### src/common/icache_defs.svh
// Instruction cache sizing macros
// Widths and depths shared by all cache blocks
`ifndef ICACHE_DEFS_SVH
`define ICACHE_DEFS_SVH

// Fetch address width
`define ICACHE_ADDR_W 32
// Request id width
`define ICACHE_ID_W 8
// Instruction word width
`define ICACHE_ILEN 32
// Line and central memory data width, four words
`define ICACHE_LINE_W 128
// Number of direct-mapped lines
`define ICACHE_LINES 16
// Depth of the request and completion FIFOs
`define ICACHE_OSTDREQ 4

`endif

### src/common/icache_pkg.sv
// Instruction cache types
// Address decode, fetch request payload and sequencer states
`include "icache_defs.svh"

package icache_pkg;

    // Field view of a fetch address
    typedef struct packed {
        logic [23:0] tag;
        logic [3:0]  index;
        logic [1:0]  word;
        logic [1:0]  offset;
    } addr_fields_t;

    // One address word, seen flat or split into line fields
    typedef union packed {
        logic [`ICACHE_ADDR_W-1:0] flat;
        addr_fields_t              f;
    } icache_addr_u;

    typedef struct packed {
        icache_addr_u            addr;
        logic [`ICACHE_ID_W-1:0] id;
        logic [2:0]              prot;
    } fetch_req_t;

    // Lookup sequencer, replays a request after its refill
    typedef enum logic [1:0] {
        seq_idle  = 2'd0,
        seq_load  = 2'd1,
        seq_fetch = 2'd2
    } seq_state_t;

endpackage

### src/common/icache_ifs.sv
// Instruction cache internal buses
// Lookup bus from the fetcher and fill bus to the refill controller
`timescale 1ns/1ps
`include "icache_defs.svh"

////////////////////////////////////////////////////////////
// Lookup bus, hit and miss come one clock after ren
////////////////////////////////////////////////////////////
interface cache_rd_if
    import icache_pkg::*;
();
    logic                     ren;
    fetch_req_t               req;
    logic [`ICACHE_ILEN-1:0]  rdata;
    logic                     hit;
    logic                     miss;

    modport fetcher (
        output ren, req,
        input  rdata, hit, miss
    );

    modport lines (
        input  ren, req,
        output rdata, hit, miss
    );
endinterface

////////////////////////////////////////////////////////////
// Miss notification and full-line write back
////////////////////////////////////////////////////////////
interface cache_fill_if
    import icache_pkg::*;
();
    logic                       miss_req;
    icache_addr_u               miss_addr;
    logic                       wen;
    icache_addr_u               waddr;
    logic [`ICACHE_LINE_W-1:0]  wdata;

    modport lines (
        output miss_req, miss_addr,
        input  wen, waddr, wdata
    );

    modport refill (
        input  miss_req, miss_addr,
        output wen, waddr, wdata
    );
endinterface

### src/hw/icache_scfifo.sv
// Single-clock FIFO with flush, full, almost-full and empty flags
// Head word is either combinational (pass-through) or registered
`timescale 1ns/1ps

module icache_scfifo #(
    parameter int PASS_THRU  = 0,
    parameter int ADDR_WIDTH = 2,
    parameter int DATA_WIDTH = 8
) (
    input  logic                  aclk,
    input  logic                  aresetn,
    input  logic                  flush,
    input  logic [DATA_WIDTH-1:0] data_in,
    input  logic                  push,
    output logic                  full,
    output logic                  afull,
    output logic [DATA_WIDTH-1:0] data_out,
    input  logic                  pull,
    output logic                  empty
);

    localparam int DEPTH = 2 ** ADDR_WIDTH;

    logic [DATA_WIDTH-1:0] mem [DEPTH];
    // Pointers carry one extra wrap bit
    logic [ADDR_WIDTH:0]   wr_ptr;
    logic [ADDR_WIDTH:0]   rd_ptr;
    logic [ADDR_WIDTH:0]   rd_nxt;
    logic [ADDR_WIDTH:0]   count;
    logic                  do_push;

    assign count   = wr_ptr - rd_ptr;
    assign empty   = (wr_ptr == rd_ptr);
    // Top bit of the count is only set at DEPTH
    assign full    = count[ADDR_WIDTH];
    assign afull   = (count == (ADDR_WIDTH + 1)'(DEPTH - 1));
    assign do_push = push && !full;
    assign rd_nxt  = rd_ptr + (ADDR_WIDTH + 1)'(pull && !empty);

    always_ff @(posedge aclk or negedge aresetn) begin
        if (!aresetn) begin
            wr_ptr <= '0;
            rd_ptr <= '0;
        end else if (flush) begin
            wr_ptr <= '0;
            rd_ptr <= '0;
        end else begin
            if (do_push) begin
                wr_ptr <= wr_ptr + 1'b1;
            end
            rd_ptr <= rd_nxt;
        end
    end

    always_ff @(posedge aclk) begin
        if (do_push) begin
            mem[wr_ptr[ADDR_WIDTH-1:0]] <= data_in;
        end
    end

    if (PASS_THRU != 0) begin : g_pass
        assign data_out = mem[rd_ptr[ADDR_WIDTH-1:0]];
    end else begin : g_reg
        logic [DATA_WIDTH-1:0] head_q;
        // Next head word, bypassing a write into the slot that becomes head
        always_ff @(posedge aclk) begin
            if (do_push && (wr_ptr == rd_nxt)) begin
                head_q <= data_in;
            end else begin
                head_q <= mem[rd_nxt[ADDR_WIDTH-1:0]];
            end
        end
        assign data_out = head_q;
    end

    a_no_push_full: assert property (@(posedge aclk) disable iff (!aresetn)
        !(push && full));

endmodule

### src/hw/block_fetcher/icache_block_fetcher.sv
// Block fetcher of the instruction cache
// Queues requests, sequences lookups, replays misses after refill
`timescale 1ns/1ps
`include "icache_defs.svh"

module icache_block_fetcher
    import icache_pkg::*;
(
    input  logic                     aclk,
    input  logic                     aresetn,
    input  logic                     flush_reqs,
    input  logic                     flush_blocks,
    output logic                     pending_rd,
    input  logic                     mst_arvalid,
    output logic                     mst_arready,
    input  fetch_req_t               mst_req,
    output logic                     mst_rvalid,
    input  logic                     mst_rready,
    output logic [`ICACHE_ID_W-1:0]  mst_rid,
    output logic [`ICACHE_ILEN-1:0]  mst_rdata,
    cache_rd_if.fetcher              cache,
    input  logic                     cache_writing
);

    localparam int FIFO_AW = $clog2(`ICACHE_OSTDREQ);

    seq_state_t seq_state;
    fetch_req_t head_req;
    // Request of the lookup in flight, replayed after a miss
    fetch_req_t req_q;
    logic       flush;
    logic       hold_sel;
    logic       rac_full;
    logic       rac_empty;
    logic       pull_rac;
    logic       rdc_full;
    logic       rdc_afull;
    logic       rdc_empty;
    logic       push_rdc;

    assign flush = flush_reqs || flush_blocks;

    ////////////////////////////////////////////////////////////
    // Request buffering
    ////////////////////////////////////////////////////////////

    assign mst_arready = !rac_full;

    icache_scfifo #(
        .PASS_THRU  (1),
        .ADDR_WIDTH (FIFO_AW),
        .DATA_WIDTH ($bits(fetch_req_t))
    ) rac_fifo (
        .aclk     (aclk),
        .aresetn  (aresetn),
        .flush    (flush),
        .data_in  (mst_req),
        .push     (mst_arvalid && mst_arready),
        .full     (rac_full),
        .afull    (),
        .data_out (head_req),
        .pull     (pull_rac),
        .empty    (rac_empty)
    );

    // No new lookup while a miss is handled or completions may overflow
    assign pull_rac = !cache.miss && (seq_state == seq_idle) && !flush
                      && !(rdc_full || rdc_afull);

    ////////////////////////////////////////////////////////////
    // Lookup steering
    ////////////////////////////////////////////////////////////

    // Keep the missed request on the bus until its replay
    assign hold_sel  = (cache.miss || (seq_state != seq_idle)) && !flush;
    assign cache.req = hold_sel ? req_q : head_req;
    assign cache.ren = (!rac_empty && pull_rac) || ((seq_state == seq_fetch) && !flush);

    always_ff @(posedge aclk) begin
        req_q <= cache.req;
    end

    ////////////////////////////////////////////////////////////
    // Completion channel
    ////////////////////////////////////////////////////////////

    assign push_rdc   = cache.hit && !flush;
    assign mst_rvalid = !rdc_empty;

    icache_scfifo #(
        .PASS_THRU  (0),
        .ADDR_WIDTH (FIFO_AW),
        .DATA_WIDTH (`ICACHE_ID_W + `ICACHE_ILEN)
    ) rdc_fifo (
        .aclk     (aclk),
        .aresetn  (aresetn),
        .flush    (flush),
        .data_in  ({req_q.id, cache.rdata}),
        .push     (push_rdc),
        .full     (rdc_full),
        .afull    (rdc_afull),
        .data_out ({mst_rid, mst_rdata}),
        .pull     (mst_rready),
        .empty    (rdc_empty)
    );

    ////////////////////////////////////////////////////////////
    // Sequencer and outstanding refill flag
    ////////////////////////////////////////////////////////////

    always_ff @(posedge aclk or negedge aresetn) begin
        if (!aresetn) begin
            seq_state <= seq_idle;
        end else if (flush) begin
            seq_state <= seq_idle;
        end else begin
            case (seq_state)
                seq_idle: if (cache.miss) seq_state <= seq_load;
                // Line lands in the store on the wen cycle
                seq_load: if (cache_writing) seq_state <= seq_fetch;
                default: seq_state <= seq_idle;
            endcase
        end
    end

    always_ff @(posedge aclk or negedge aresetn) begin
        if (!aresetn) begin
            pending_rd <= 1'b0;
        end else if ((seq_state == seq_idle) && cache.miss && !flush) begin
            pending_rd <= 1'b1;
        end else if (cache_writing) begin
            pending_rd <= 1'b0;
        end
    end

    a_hit_miss_excl: assert property (@(posedge aclk) disable iff (!aresetn)
        !(cache.hit && cache.miss));

endmodule

### src/hw/cache_lines/icache_lines.sv
// Direct-mapped line store of the instruction cache
// Registered tag lookup, full-line refill write and invalidate-all
`timescale 1ns/1ps
`include "icache_defs.svh"

module icache_lines
    import icache_pkg::*;
(
    input  logic          aclk,
    input  logic          aresetn,
    input  logic          flush_blocks,
    cache_rd_if.lines     rd,
    cache_fill_if.lines   fill
);

    logic [`ICACHE_LINES-1:0]  valid;
    logic [23:0]               tag_mem  [`ICACHE_LINES];
    logic [`ICACHE_LINE_W-1:0] data_mem [`ICACHE_LINES];
    logic [`ICACHE_LINE_W-1:0] line;
    logic                      tag_match;
    logic                      hit_q;
    logic                      miss_q;

    // Field view of the incoming address
    assign line      = data_mem[rd.req.addr.f.index];
    assign tag_match = valid[rd.req.addr.f.index]
                       && (tag_mem[rd.req.addr.f.index] == rd.req.addr.f.tag);

    ////////////////////////////////////////////////////////////
    // Lookup
    ////////////////////////////////////////////////////////////

    always_ff @(posedge aclk or negedge aresetn) begin
        if (!aresetn) begin
            hit_q  <= 1'b0;
            miss_q <= 1'b0;
        end else begin
            hit_q  <= rd.ren && tag_match;
            miss_q <= rd.ren && !tag_match;
        end
    end

    // Word select picks one 32-bit slice of the line
    always_ff @(posedge aclk) begin
        if (rd.ren) begin
            rd.rdata       <= line[rd.req.addr.f.word*`ICACHE_ILEN +: `ICACHE_ILEN];
            fill.miss_addr <= rd.req.addr;
        end
    end

    assign rd.hit        = hit_q;
    assign rd.miss       = miss_q;
    assign fill.miss_req = miss_q;

    ////////////////////////////////////////////////////////////
    // Refill and invalidate
    ////////////////////////////////////////////////////////////

    always_ff @(posedge aclk or negedge aresetn) begin
        if (!aresetn) begin
            valid <= '0;
        end else if (flush_blocks) begin
            valid <= '0;
        end else if (fill.wen) begin
            valid[fill.waddr.f.index] <= 1'b1;
        end
    end

    always_ff @(posedge aclk) begin
        if (fill.wen) begin
            tag_mem[fill.waddr.f.index]  <= fill.waddr.f.tag;
            data_mem[fill.waddr.f.index] <= fill.wdata;
        end
    end

endmodule

### src/hw/icache_refill.sv
// Refill controller of the instruction cache
// Reads a missed line from central memory and writes it to the store
`timescale 1ns/1ps
`include "icache_defs.svh"

module icache_refill
    import icache_pkg::*;
(
    input  logic                       aclk,
    input  logic                       aresetn,
    cache_fill_if.refill               fill,
    output logic                       mem_arvalid,
    input  logic                       mem_arready,
    output logic [`ICACHE_ADDR_W-1:0]  mem_araddr,
    input  logic                       mem_rvalid,
    input  logic [`ICACHE_LINE_W-1:0]  mem_rdata
);

    // Refill outstanding, from miss to returned line
    logic         busy;
    icache_addr_u line_addr;

    always_ff @(posedge aclk or negedge aresetn) begin
        if (!aresetn) begin
            busy        <= 1'b0;
            mem_arvalid <= 1'b0;
            fill.wen    <= 1'b0;
        end else begin
            fill.wen <= 1'b0;
            if (!busy) begin
                if (fill.miss_req) begin
                    busy        <= 1'b1;
                    mem_arvalid <= 1'b1;
                end
            end else begin
                // Address held until the memory takes it
                if (mem_arready) mem_arvalid <= 1'b0;
                if (mem_rvalid) begin
                    busy     <= 1'b0;
                    fill.wen <= 1'b1;
                end
            end
        end
    end

    // Line-aligned address, word select and byte offset cleared
    always_ff @(posedge aclk) begin
        if (!busy && fill.miss_req) begin
            line_addr.flat <= {fill.miss_addr.flat[`ICACHE_ADDR_W-1:4], 4'b0000};
        end
        if (mem_rvalid) begin
            fill.wdata <= mem_rdata;
        end
    end

    assign mem_araddr = line_addr.flat;
    assign fill.waddr = line_addr;

    a_rvalid_busy: assert property (@(posedge aclk) disable iff (!aresetn)
        mem_rvalid |-> busy);

endmodule

### src/hw/icache_top.sv
// Instruction cache subsystem top level
// Joins the block fetcher, the line store and the refill controller
`timescale 1ns/1ps
`include "icache_defs.svh"

module icache_top
    import icache_pkg::*;
(
    input  logic                       aclk,
    input  logic                       aresetn,
    input  logic                       flush_reqs,
    input  logic                       flush_blocks,
    output logic                       pending_rd,
    // Control unit side
    input  logic                       mst_arvalid,
    output logic                       mst_arready,
    input  logic [`ICACHE_ADDR_W-1:0]  mst_araddr,
    input  logic [`ICACHE_ID_W-1:0]    mst_arid,
    input  logic [2:0]                 mst_arprot,
    output logic                       mst_rvalid,
    input  logic                       mst_rready,
    output logic [`ICACHE_ID_W-1:0]    mst_rid,
    output logic [`ICACHE_ILEN-1:0]    mst_rdata,
    output logic [1:0]                 mst_rresp,
    // Central memory side
    output logic                       mem_arvalid,
    input  logic                       mem_arready,
    output logic [`ICACHE_ADDR_W-1:0]  mem_araddr,
    input  logic                       mem_rvalid,
    input  logic [`ICACHE_LINE_W-1:0]  mem_rdata
);

    fetch_req_t   mst_req;
    cache_rd_if   rd_bus ();
    cache_fill_if fill_bus ();

    assign mst_req.addr.flat = mst_araddr;
    assign mst_req.id        = mst_arid;
    assign mst_req.prot      = mst_arprot;
    // Always OKAY
    assign mst_rresp = 2'b00;

    icache_block_fetcher u_fetcher (
        .aclk          (aclk),
        .aresetn       (aresetn),
        .flush_reqs    (flush_reqs),
        .flush_blocks  (flush_blocks),
        .pending_rd    (pending_rd),
        .mst_arvalid   (mst_arvalid),
        .mst_arready   (mst_arready),
        .mst_req       (mst_req),
        .mst_rvalid    (mst_rvalid),
        .mst_rready    (mst_rready),
        .mst_rid       (mst_rid),
        .mst_rdata     (mst_rdata),
        .cache         (rd_bus.fetcher),
        .cache_writing (fill_bus.wen)
    );

    icache_lines u_lines (
        .aclk         (aclk),
        .aresetn      (aresetn),
        .flush_blocks (flush_blocks),
        .rd           (rd_bus.lines),
        .fill         (fill_bus.lines)
    );

    icache_refill u_refill (
        .aclk        (aclk),
        .aresetn     (aresetn),
        .fill        (fill_bus.refill),
        .mem_arvalid (mem_arvalid),
        .mem_arready (mem_arready),
        .mem_araddr  (mem_araddr),
        .mem_rvalid  (mem_rvalid),
        .mem_rdata   (mem_rdata)
    );

endmodule

### config.mk
export PLATFORM = sky130hd
export DESIGN_NAME = icache_top
export DESIGN_NICKNAME = d
export VERILOG_FILES = /design/src/common/icache_pkg.sv /design/src/common/icache_ifs.sv /design/src/hw/icache_scfifo.sv /design/src/hw/block_fetcher/icache_block_fetcher.sv /design/src/hw/cache_lines/icache_lines.sv /design/src/hw/icache_refill.sv /design/src/hw/icache_top.sv
export VERILOG_INCLUDE_DIRS = /design/src /design/src/common
export SDC_FILE = /design/constraint.sdc
export NUM_CORES = 2
export LEC_CHECK = 0
export ABC_AREA = 1
export BUFFER_PORTS_ARGS = -buffer_cell sky130_fd_sc_hd__buf_2
export CELL_PAD_IN_SITES_DETAIL_PLACEMENT = 1
export CELL_PAD_IN_SITES_GLOBAL_PLACEMENT = 2
export CORE_ASPECT_RATIO = 1.75
export CORE_UTILIZATION = 49
export CTS_CLUSTER_DIAMETER = 100
export DETAILED_ROUTE_END_ITERATION = 7
export PLACE_DENSITY = 0.9
export SYNTH_ARGS = -nofsm -noshare
export SYNTH_HDL_FRONTEND = slang
export SYNTH_SLANG_ARGS = --single-unit
### constraint.sdc
create_clock -name aclk -period 17.54 [get_ports aclk]
set_input_delay 0.877 -clock aclk [delete_from_list [all_inputs] [get_ports aclk]]
set_output_delay 0.877 -clock aclk [all_outputs]
set_load 0.01 [all_outputs]
== After elaboration in Yosys (flattened, before gate mapping) ==
Memories as Yosys holds them, arrays and structs flattened. A register that Yosys moved wholly into a read port is not among the register bits.
Index checks and enable logic that the tools add are counted.
W data, S select, Z words.
Operators by class
  add/sub/neg operators: 6
  multipliers: 0
  divide/modulo/power cells: 0
  $lt $le $gt $ge: 3
  equal/unequal tests: 9
  shift-type cells: 1
  mux-type cells: 33
  bitwise logic cells: 1
  reduce and logical (&&, ||, !) cells: 40
Operators with widths (number)
  $shiftx A128 B8 Y32: 1
  $mux W43: 1
  $mux W16: 2
  $eq A24 B24 Y1: 1
  $logic_and A1 B1 Y1: 18
  $mux W1: 18
  $mux W3: 6
  $or A16 B16 Y16: 1
  $reduce_bool A2 Y1: 6
  $lt A4 B5 Y1 const B: 2
  $logic_not A1 Y1: 9
  $add A3 B1 Y3: 2
  $add A3 B1 Y3 const B: 2
  $eq A3 B3 Y1: 2
  $mux W2: 3
  $ne A3 B1 Y1 const B: 2
  $sub A3 B3 Y3: 2
  $bmux W1 S4: 1
  $demux W1 S4: 1
  $ge A4 B1 Y1 const B: 1
  $logic_or A1 B1 Y1: 4
  $pmux W2 S2: 1
  $reduce_and A2 Y1: 2
  $eq A3 B2 Y1 const B: 1
  other kinds (4): 4
Storage, ports and cells
  register bits after elaboration: 299
  latch bits: 0
  memory bits (writable): 2764
  bits in read-only memories: 0
  output and inout bits: 78
  logic and storage cells: 116
  memories: 4
Memories
  u_lines.data_mem: words 16, bits a word 128, rd ports 1, clocked after Yosys merged registers in 0, wr ports 1, line icache_lines.sv:18  | logic [`ICACHE_LINE_W-1:0] data_mem [`ICACHE_LINES];
  u_lines.tag_mem: words 16, bits a word 24, rd ports 1, clocked after Yosys merged registers in 0, wr ports 1, line icache_lines.sv:17  | logic [23:0] tag_mem [`ICACHE_LINES];
  u_fetcher.rac_fifo.mem: words 4, bits a word 43, rd ports 1, clocked after Yosys merged registers in 0, wr ports 1, line icache_scfifo.sv:24  | logic [DATA_WIDTH-1:0] mem [DEPTH];
  u_fetcher.rdc_fifo.mem: words 4, bits a word 40, rd ports 1, clocked after Yosys merged registers in 1, wr ports 1, line icache_scfifo.sv:24

== Depth between registers and ports, before layout ==
  depth in word-level cells: 9
  depth in mapped cells: 23

== Hierarchy ==
A second synthesis with hierarchy kept.
Second synthesis, totals
  cell total of the unflattened synthesis: 8986
  area total of the unflattened synthesis: 119592.2 um2
By module, submodules not included
  icache_lines: times used 1, cells each 7629, area each 98879.8 um2, seq. area each 75402.3 um2
  icache_scfifo (u_fetcher.rac_fifo): times used 1, cells each 478, area each 7417.1 um2, seq. area each 5315.1 um2
  icache_scfifo (u_fetcher.rdc_fifo): times used 1, cells each 453, area each 6459.9 um2, seq. area each 4994.8 um2
  icache_refill: times used 1, cells each 206, area each 5079.9 um2, seq. area each 4759.6 um2
  icache_block_fetcher: times used 1, cells each 217, area each 1736.7 um2, seq. area each 935.9 um2
  icache_top: times used 1, cells each 3, area each 18.8 um2, seq. area each 0.0 um2

== Worst setup path before layout ==
No wires, ideal clock.
  kind: reg2reg
  start: reg u_refill.line_addr, in the netlist u_refill.fill.waddr[5]
  end: mem u_lines.data_mem[0][0] in the netlist's numbering, enable pin
  setup time: 667 ps
  arrival time: 7101 ps
  setup slack: 9773 ps
  cell stages (with the launch flop): 4
  buffers on the path: 0
  period minus slack after synthesis: 7767 ps
  cell sequence: edfxtp_1 > nor3_1 > inv_1 > nor2_1
RTL lines
  from (decl): line icache_refill.sv:21  | icache_addr_u line_addr;
  to (decl): line icache_lines.sv:18
No word-level cell before the write port.

== Worst setup path in the final report ==
  start: reg u_fetcher.rac_fifo.rd_ptr[0]
  end: reg u_lines.rd.rdata[15] (data pin)
Between the ends
  longest elaborated chain between the ends: 4
Ends and longest elaborated chain
  from (decl): line icache_scfifo.sv:27  | logic [ADDR_WIDTH:0] rd_ptr;
  from (signal assigned): line icache_scfifo.sv:51  | rd_ptr <= rd_nxt;
  $mem_v2 Z4 W43 (*)
  $mux W43 (*): line icache_block_fetcher.sv:76  | assign cache.req = hold_sel ? req_q : head_req;
  $mem_v2 Z16 W128
  $shiftx A128 B8 Y32 (*): line icache_lines.sv:46  | rd.rdata <= line[rd.req.addr.f.word*`ICACHE_ILEN +: `ICACHE_ILEN];
  to (signal assigned): line icache_lines.sv:46
  to (decl): line icache_ifs.sv:25  | output rdata, hit, miss
Mark *: on every way between the ends. The rest lies on a longest branch, timed or not.
A chain may end at the register's enable or synchronous reset.

==> results.md <==
* Status: finished, final reports clean
* Cts bufs inserted at 277
* Synth top area share at 75.9%
* DIE HEIGHT at 650 um
* First-pass GRT wire length at 536000 um
* CTS max path bufs at 4
* Post-synth cell types at 47
* EDFF count, synth at 2968
* Initial antenna violation count at 25
* Synth top cells by count: edfxtp_1 (2968), nor2_1 (1378), o21ai_0 (1135)
* Worst hold slack at 0.143 ns
* DP Cell Count at 11400
* Vias per inst at 6.40
* FF/Latch Area at 90700 sq um
* Syn-to-layout area delta at 11.0%
* DR iter-0 viols at 7593
* Pwr/cell area at 121 nW/um^2
* Final setup TNS at 0 ns
* Skew-Pair Late Insertion Delay at 0.90 ns
* FMAX at 0.150 GHz
* Critical path's largest stage delay at 0.77 ns
* Multi-input gate area at 23500 sq um
* WL per Instance at 31.4 um
* FF-to-FF path depth at 15
* Worst rel slew slack at 7.11%
* Post-route antenna net violation count at 0
* Top cells by area, synth: edfxtp_1 (76%), o21ai_0 (4.8%), nor2_1 (4.4%)
* Number of max-cap violations at 0
* Average cell area after synthesis at 13.8 sq um
* Share of cells above drive strength 1 at 9.66%
* Flops & latches, synth at 3036
* RR Startpoint: u_fetcher.rac_fifo.rd_ptr[0]
* Period utilisation layout at 38.1%
* Grt total ovfl at 0
* Crit path launch type: flop
* Sequential-to-total area share from yosys stat at 77.2%
* Hold Crit Class: input port to asynchronous set/reset pin
* Setup slack, reg-to-reg at 10.86 ns
* YS warnings at 0
* Cell Rows at 237
* Die width at 372 um
* DR pass1 iterations at 5
* Max stage delay cell, worst path: buf_4
* Data required time of the worst path at 18.21 ns
* GRT Util Overall at 30.4%
* Detailed Place HPWL at 201000 um
* CTS sink count at 3036
* Critical-path cell list: inv_2 > buf_4 > nand2_1 > nand3_1 > nand3_2 > nand2_8 > buf_12 > buf_12 > buf_4 > o21ai_0 > o22ai_1 > o21ai_0 > o221ai_1 > nand3_1 > nand2_1
* Slew @ Worst Pin at 1.39 ns
* Total wire length at 373000 um
* P_leak at 42.8 nW
* Post-synth top flop: edfxtp_1
* CTS root buf: clkbuf_16
* Asr flop ratio synth at 1.19%
* GP Congestion at 0.789
* Placement Cell Area at 121000 sq um
* Htree depth at 5
* Ports at 257
* Port buffer count at 245
* Mapped Area at 117000 sq um
* Most frequent cell after synthesis: edfxtp_1
* CTS Hold Buffers Added at 0
* Final total power at 0.0157 W
* Core ar. at 238000 sq um
* RSZ-0062 raised after global routing: false
* Clock Skews at 0.0550 ns
* Final Max Slew Viols at 0
* Synth area leader: edfxtp_1
* Reg2reg end: u_lines.rd.rdata[15]
* Vias in the first global route at 80800
* Layout Cells excl Fill at 11900
* Largest net degree at the start of global routing at 222
* Min Tclk post-route at 6.68 ns
* Setup violators final at 0
* FILL cells at 22900
* TritonCTS clock tree: yes
* Setup Fix Bufs, Post-CTS at 0
* Max VDD drop at 0.0720 mV
* Final net count at 8770
* Post-CTS Resized at 0
* Setup crit end kind: flop
* Starting density of the core at 49.3%
* Setup CP Type: flop to flop
* Remaining DRCs at 0
* Synth Instances at 8490
* Worst-path clk slew at 0.07 ns
* WP data arrival at 7.34 ns
* CP max FO at 199
* Final hold vios at 0
* Die area at 242000 sq um
* Post-route design area at 130000 sq um
* Via count at 76200
-- layout make-up --
cell class                      instances  area share, %
Sequential cell                      3036           69.6
Multi-Input combinational cell       4663           18.1
Clock buffer                          337           5.74
Tap cell                             3107           2.98
Timing Repair Buffer                  397           2.01
Clock inverter                        150           1.02
Inverter                              199          0.580
Antenna cell                            9         0.0173
-- per-stage QoR --
stage,worst slack (ns),utilization (%)
after floorplan,9.77,-
after detailed placement,10.43,51.0
after global routing,10.58,54.7
after global placement,10.66,51.0
final,10.86,54.7
after CTS,11.08,54.7
-- critical path: cells and delay by family, from the launching register on --
family                 cells  cell delay [ns]
flip-flops                 1             0.41
AND/OR/NAND/NOR            6             1.55
AO/OA/AOI/OAI              4             1.08
buffers and inverters      5             2.57
-- cells by family after synthesis --
group | count (synthesis) | share of synthesized area [%]
AO/OA/AOI/OAI | 2093 | 10.7
XOR/XNOR | 6 | 0.0448
adder cells (fa/ha/maj) | 17 | 0.188
buffers and inverters | 796 | 2.98
flip-flops | 3036 | 77.2
other | 1 | 0.00319
AND/OR/NAND/NOR | 2541 | 8.83
-- worst max path at each step --
| stage | from | end | slack [ns] | cells after the start |
|---|---|---|---|---|
| final | u_fetcher.rac_fifo.rd_ptr[0] | u_lines.rd.rdata[15] | 10.86 | 15 |
| after global routing | u_fetcher.rac_fifo.rd_ptr[0] | u_lines.rd.rdata[8] | 10.58 | 15 |
| after CTS | u_fetcher.rac_fifo.rd_ptr[0] | u_lines.rd.rdata[25] | 11.08 | 16 |
| after detailed placement | flush_blocks | u_lines.rd.rdata[8] | 10.43 | 16 |
| after global placement | flush_blocks | u_lines.rd.rdata[24] | 10.66 | 17 |
| after floorplan | u_refill.fill.waddr[5] | u_lines.data_mem[0][0] | 9.77 | 3 |
-- state kept, by name, summed over array words and instances (netlist names), 2 cells and up, named ones only --
| signal | cells |
|---|---|
| u_fetcher.rac_fifo.mem | 152 |
| u_fetcher.rac_fifo.rd_ptr | 3 |
| u_fetcher.rac_fifo.wr_ptr | 3 |
| u_fetcher.rdc_fifo.mem | 160 |
| u_fetcher.rdc_fifo.rd_ptr | 3 |
| u_fetcher.rdc_fifo.wr_ptr | 3 |
| u_fetcher.req_q | 38 |
| u_fetcher.seq_state | 2 |
| u_lines.data_mem | 2048 |
| u_lines.fill.miss_addr | 28 |
| u_lines.rd.rdata | 32 |
| u_lines.tag_mem | 384 |
| u_lines.valid | 16 |
| u_refill.fill.waddr | 28 |
| u_refill.fill.wdata | 128 |
-- power breakdown --
group          leakage (nW)  switching [W]  internal (W)
registers              27.6       0.000145       0.00815
logic                  10.9        0.00105      0.000338
clock network          4.34        0.00267       0.00337
total                  42.8        0.00387        0.0119
-- layer usage --
metal / track usage [%] / wire length [um] / vias up
met2: 51.5 / 187000 / 3689
met4: 20.0 / 27500 / 10
met5: 0 / 55 / -
met3: 4.36 / 26600 / 955
met1: 35.9 / 132000 / 39600
li1: - / - / 31900
-- placed cells by master, fill, tap and decap left out, types with 95 or more instances in the layout --
cell / instances
o21bai_1: 95
inv_1: 192
nor2_1: 1353
nand2_1: 562
o221ai_1: 110
edfxtp_1: 2968
o21ai_0: 1134
o22ai_1: 377
nand3_1: 570
buf_4: 133
clkbuf_16: 289
o211ai_1: 192
buf_2: 244
No activity file was read; power rests on OpenSTA's default activity.
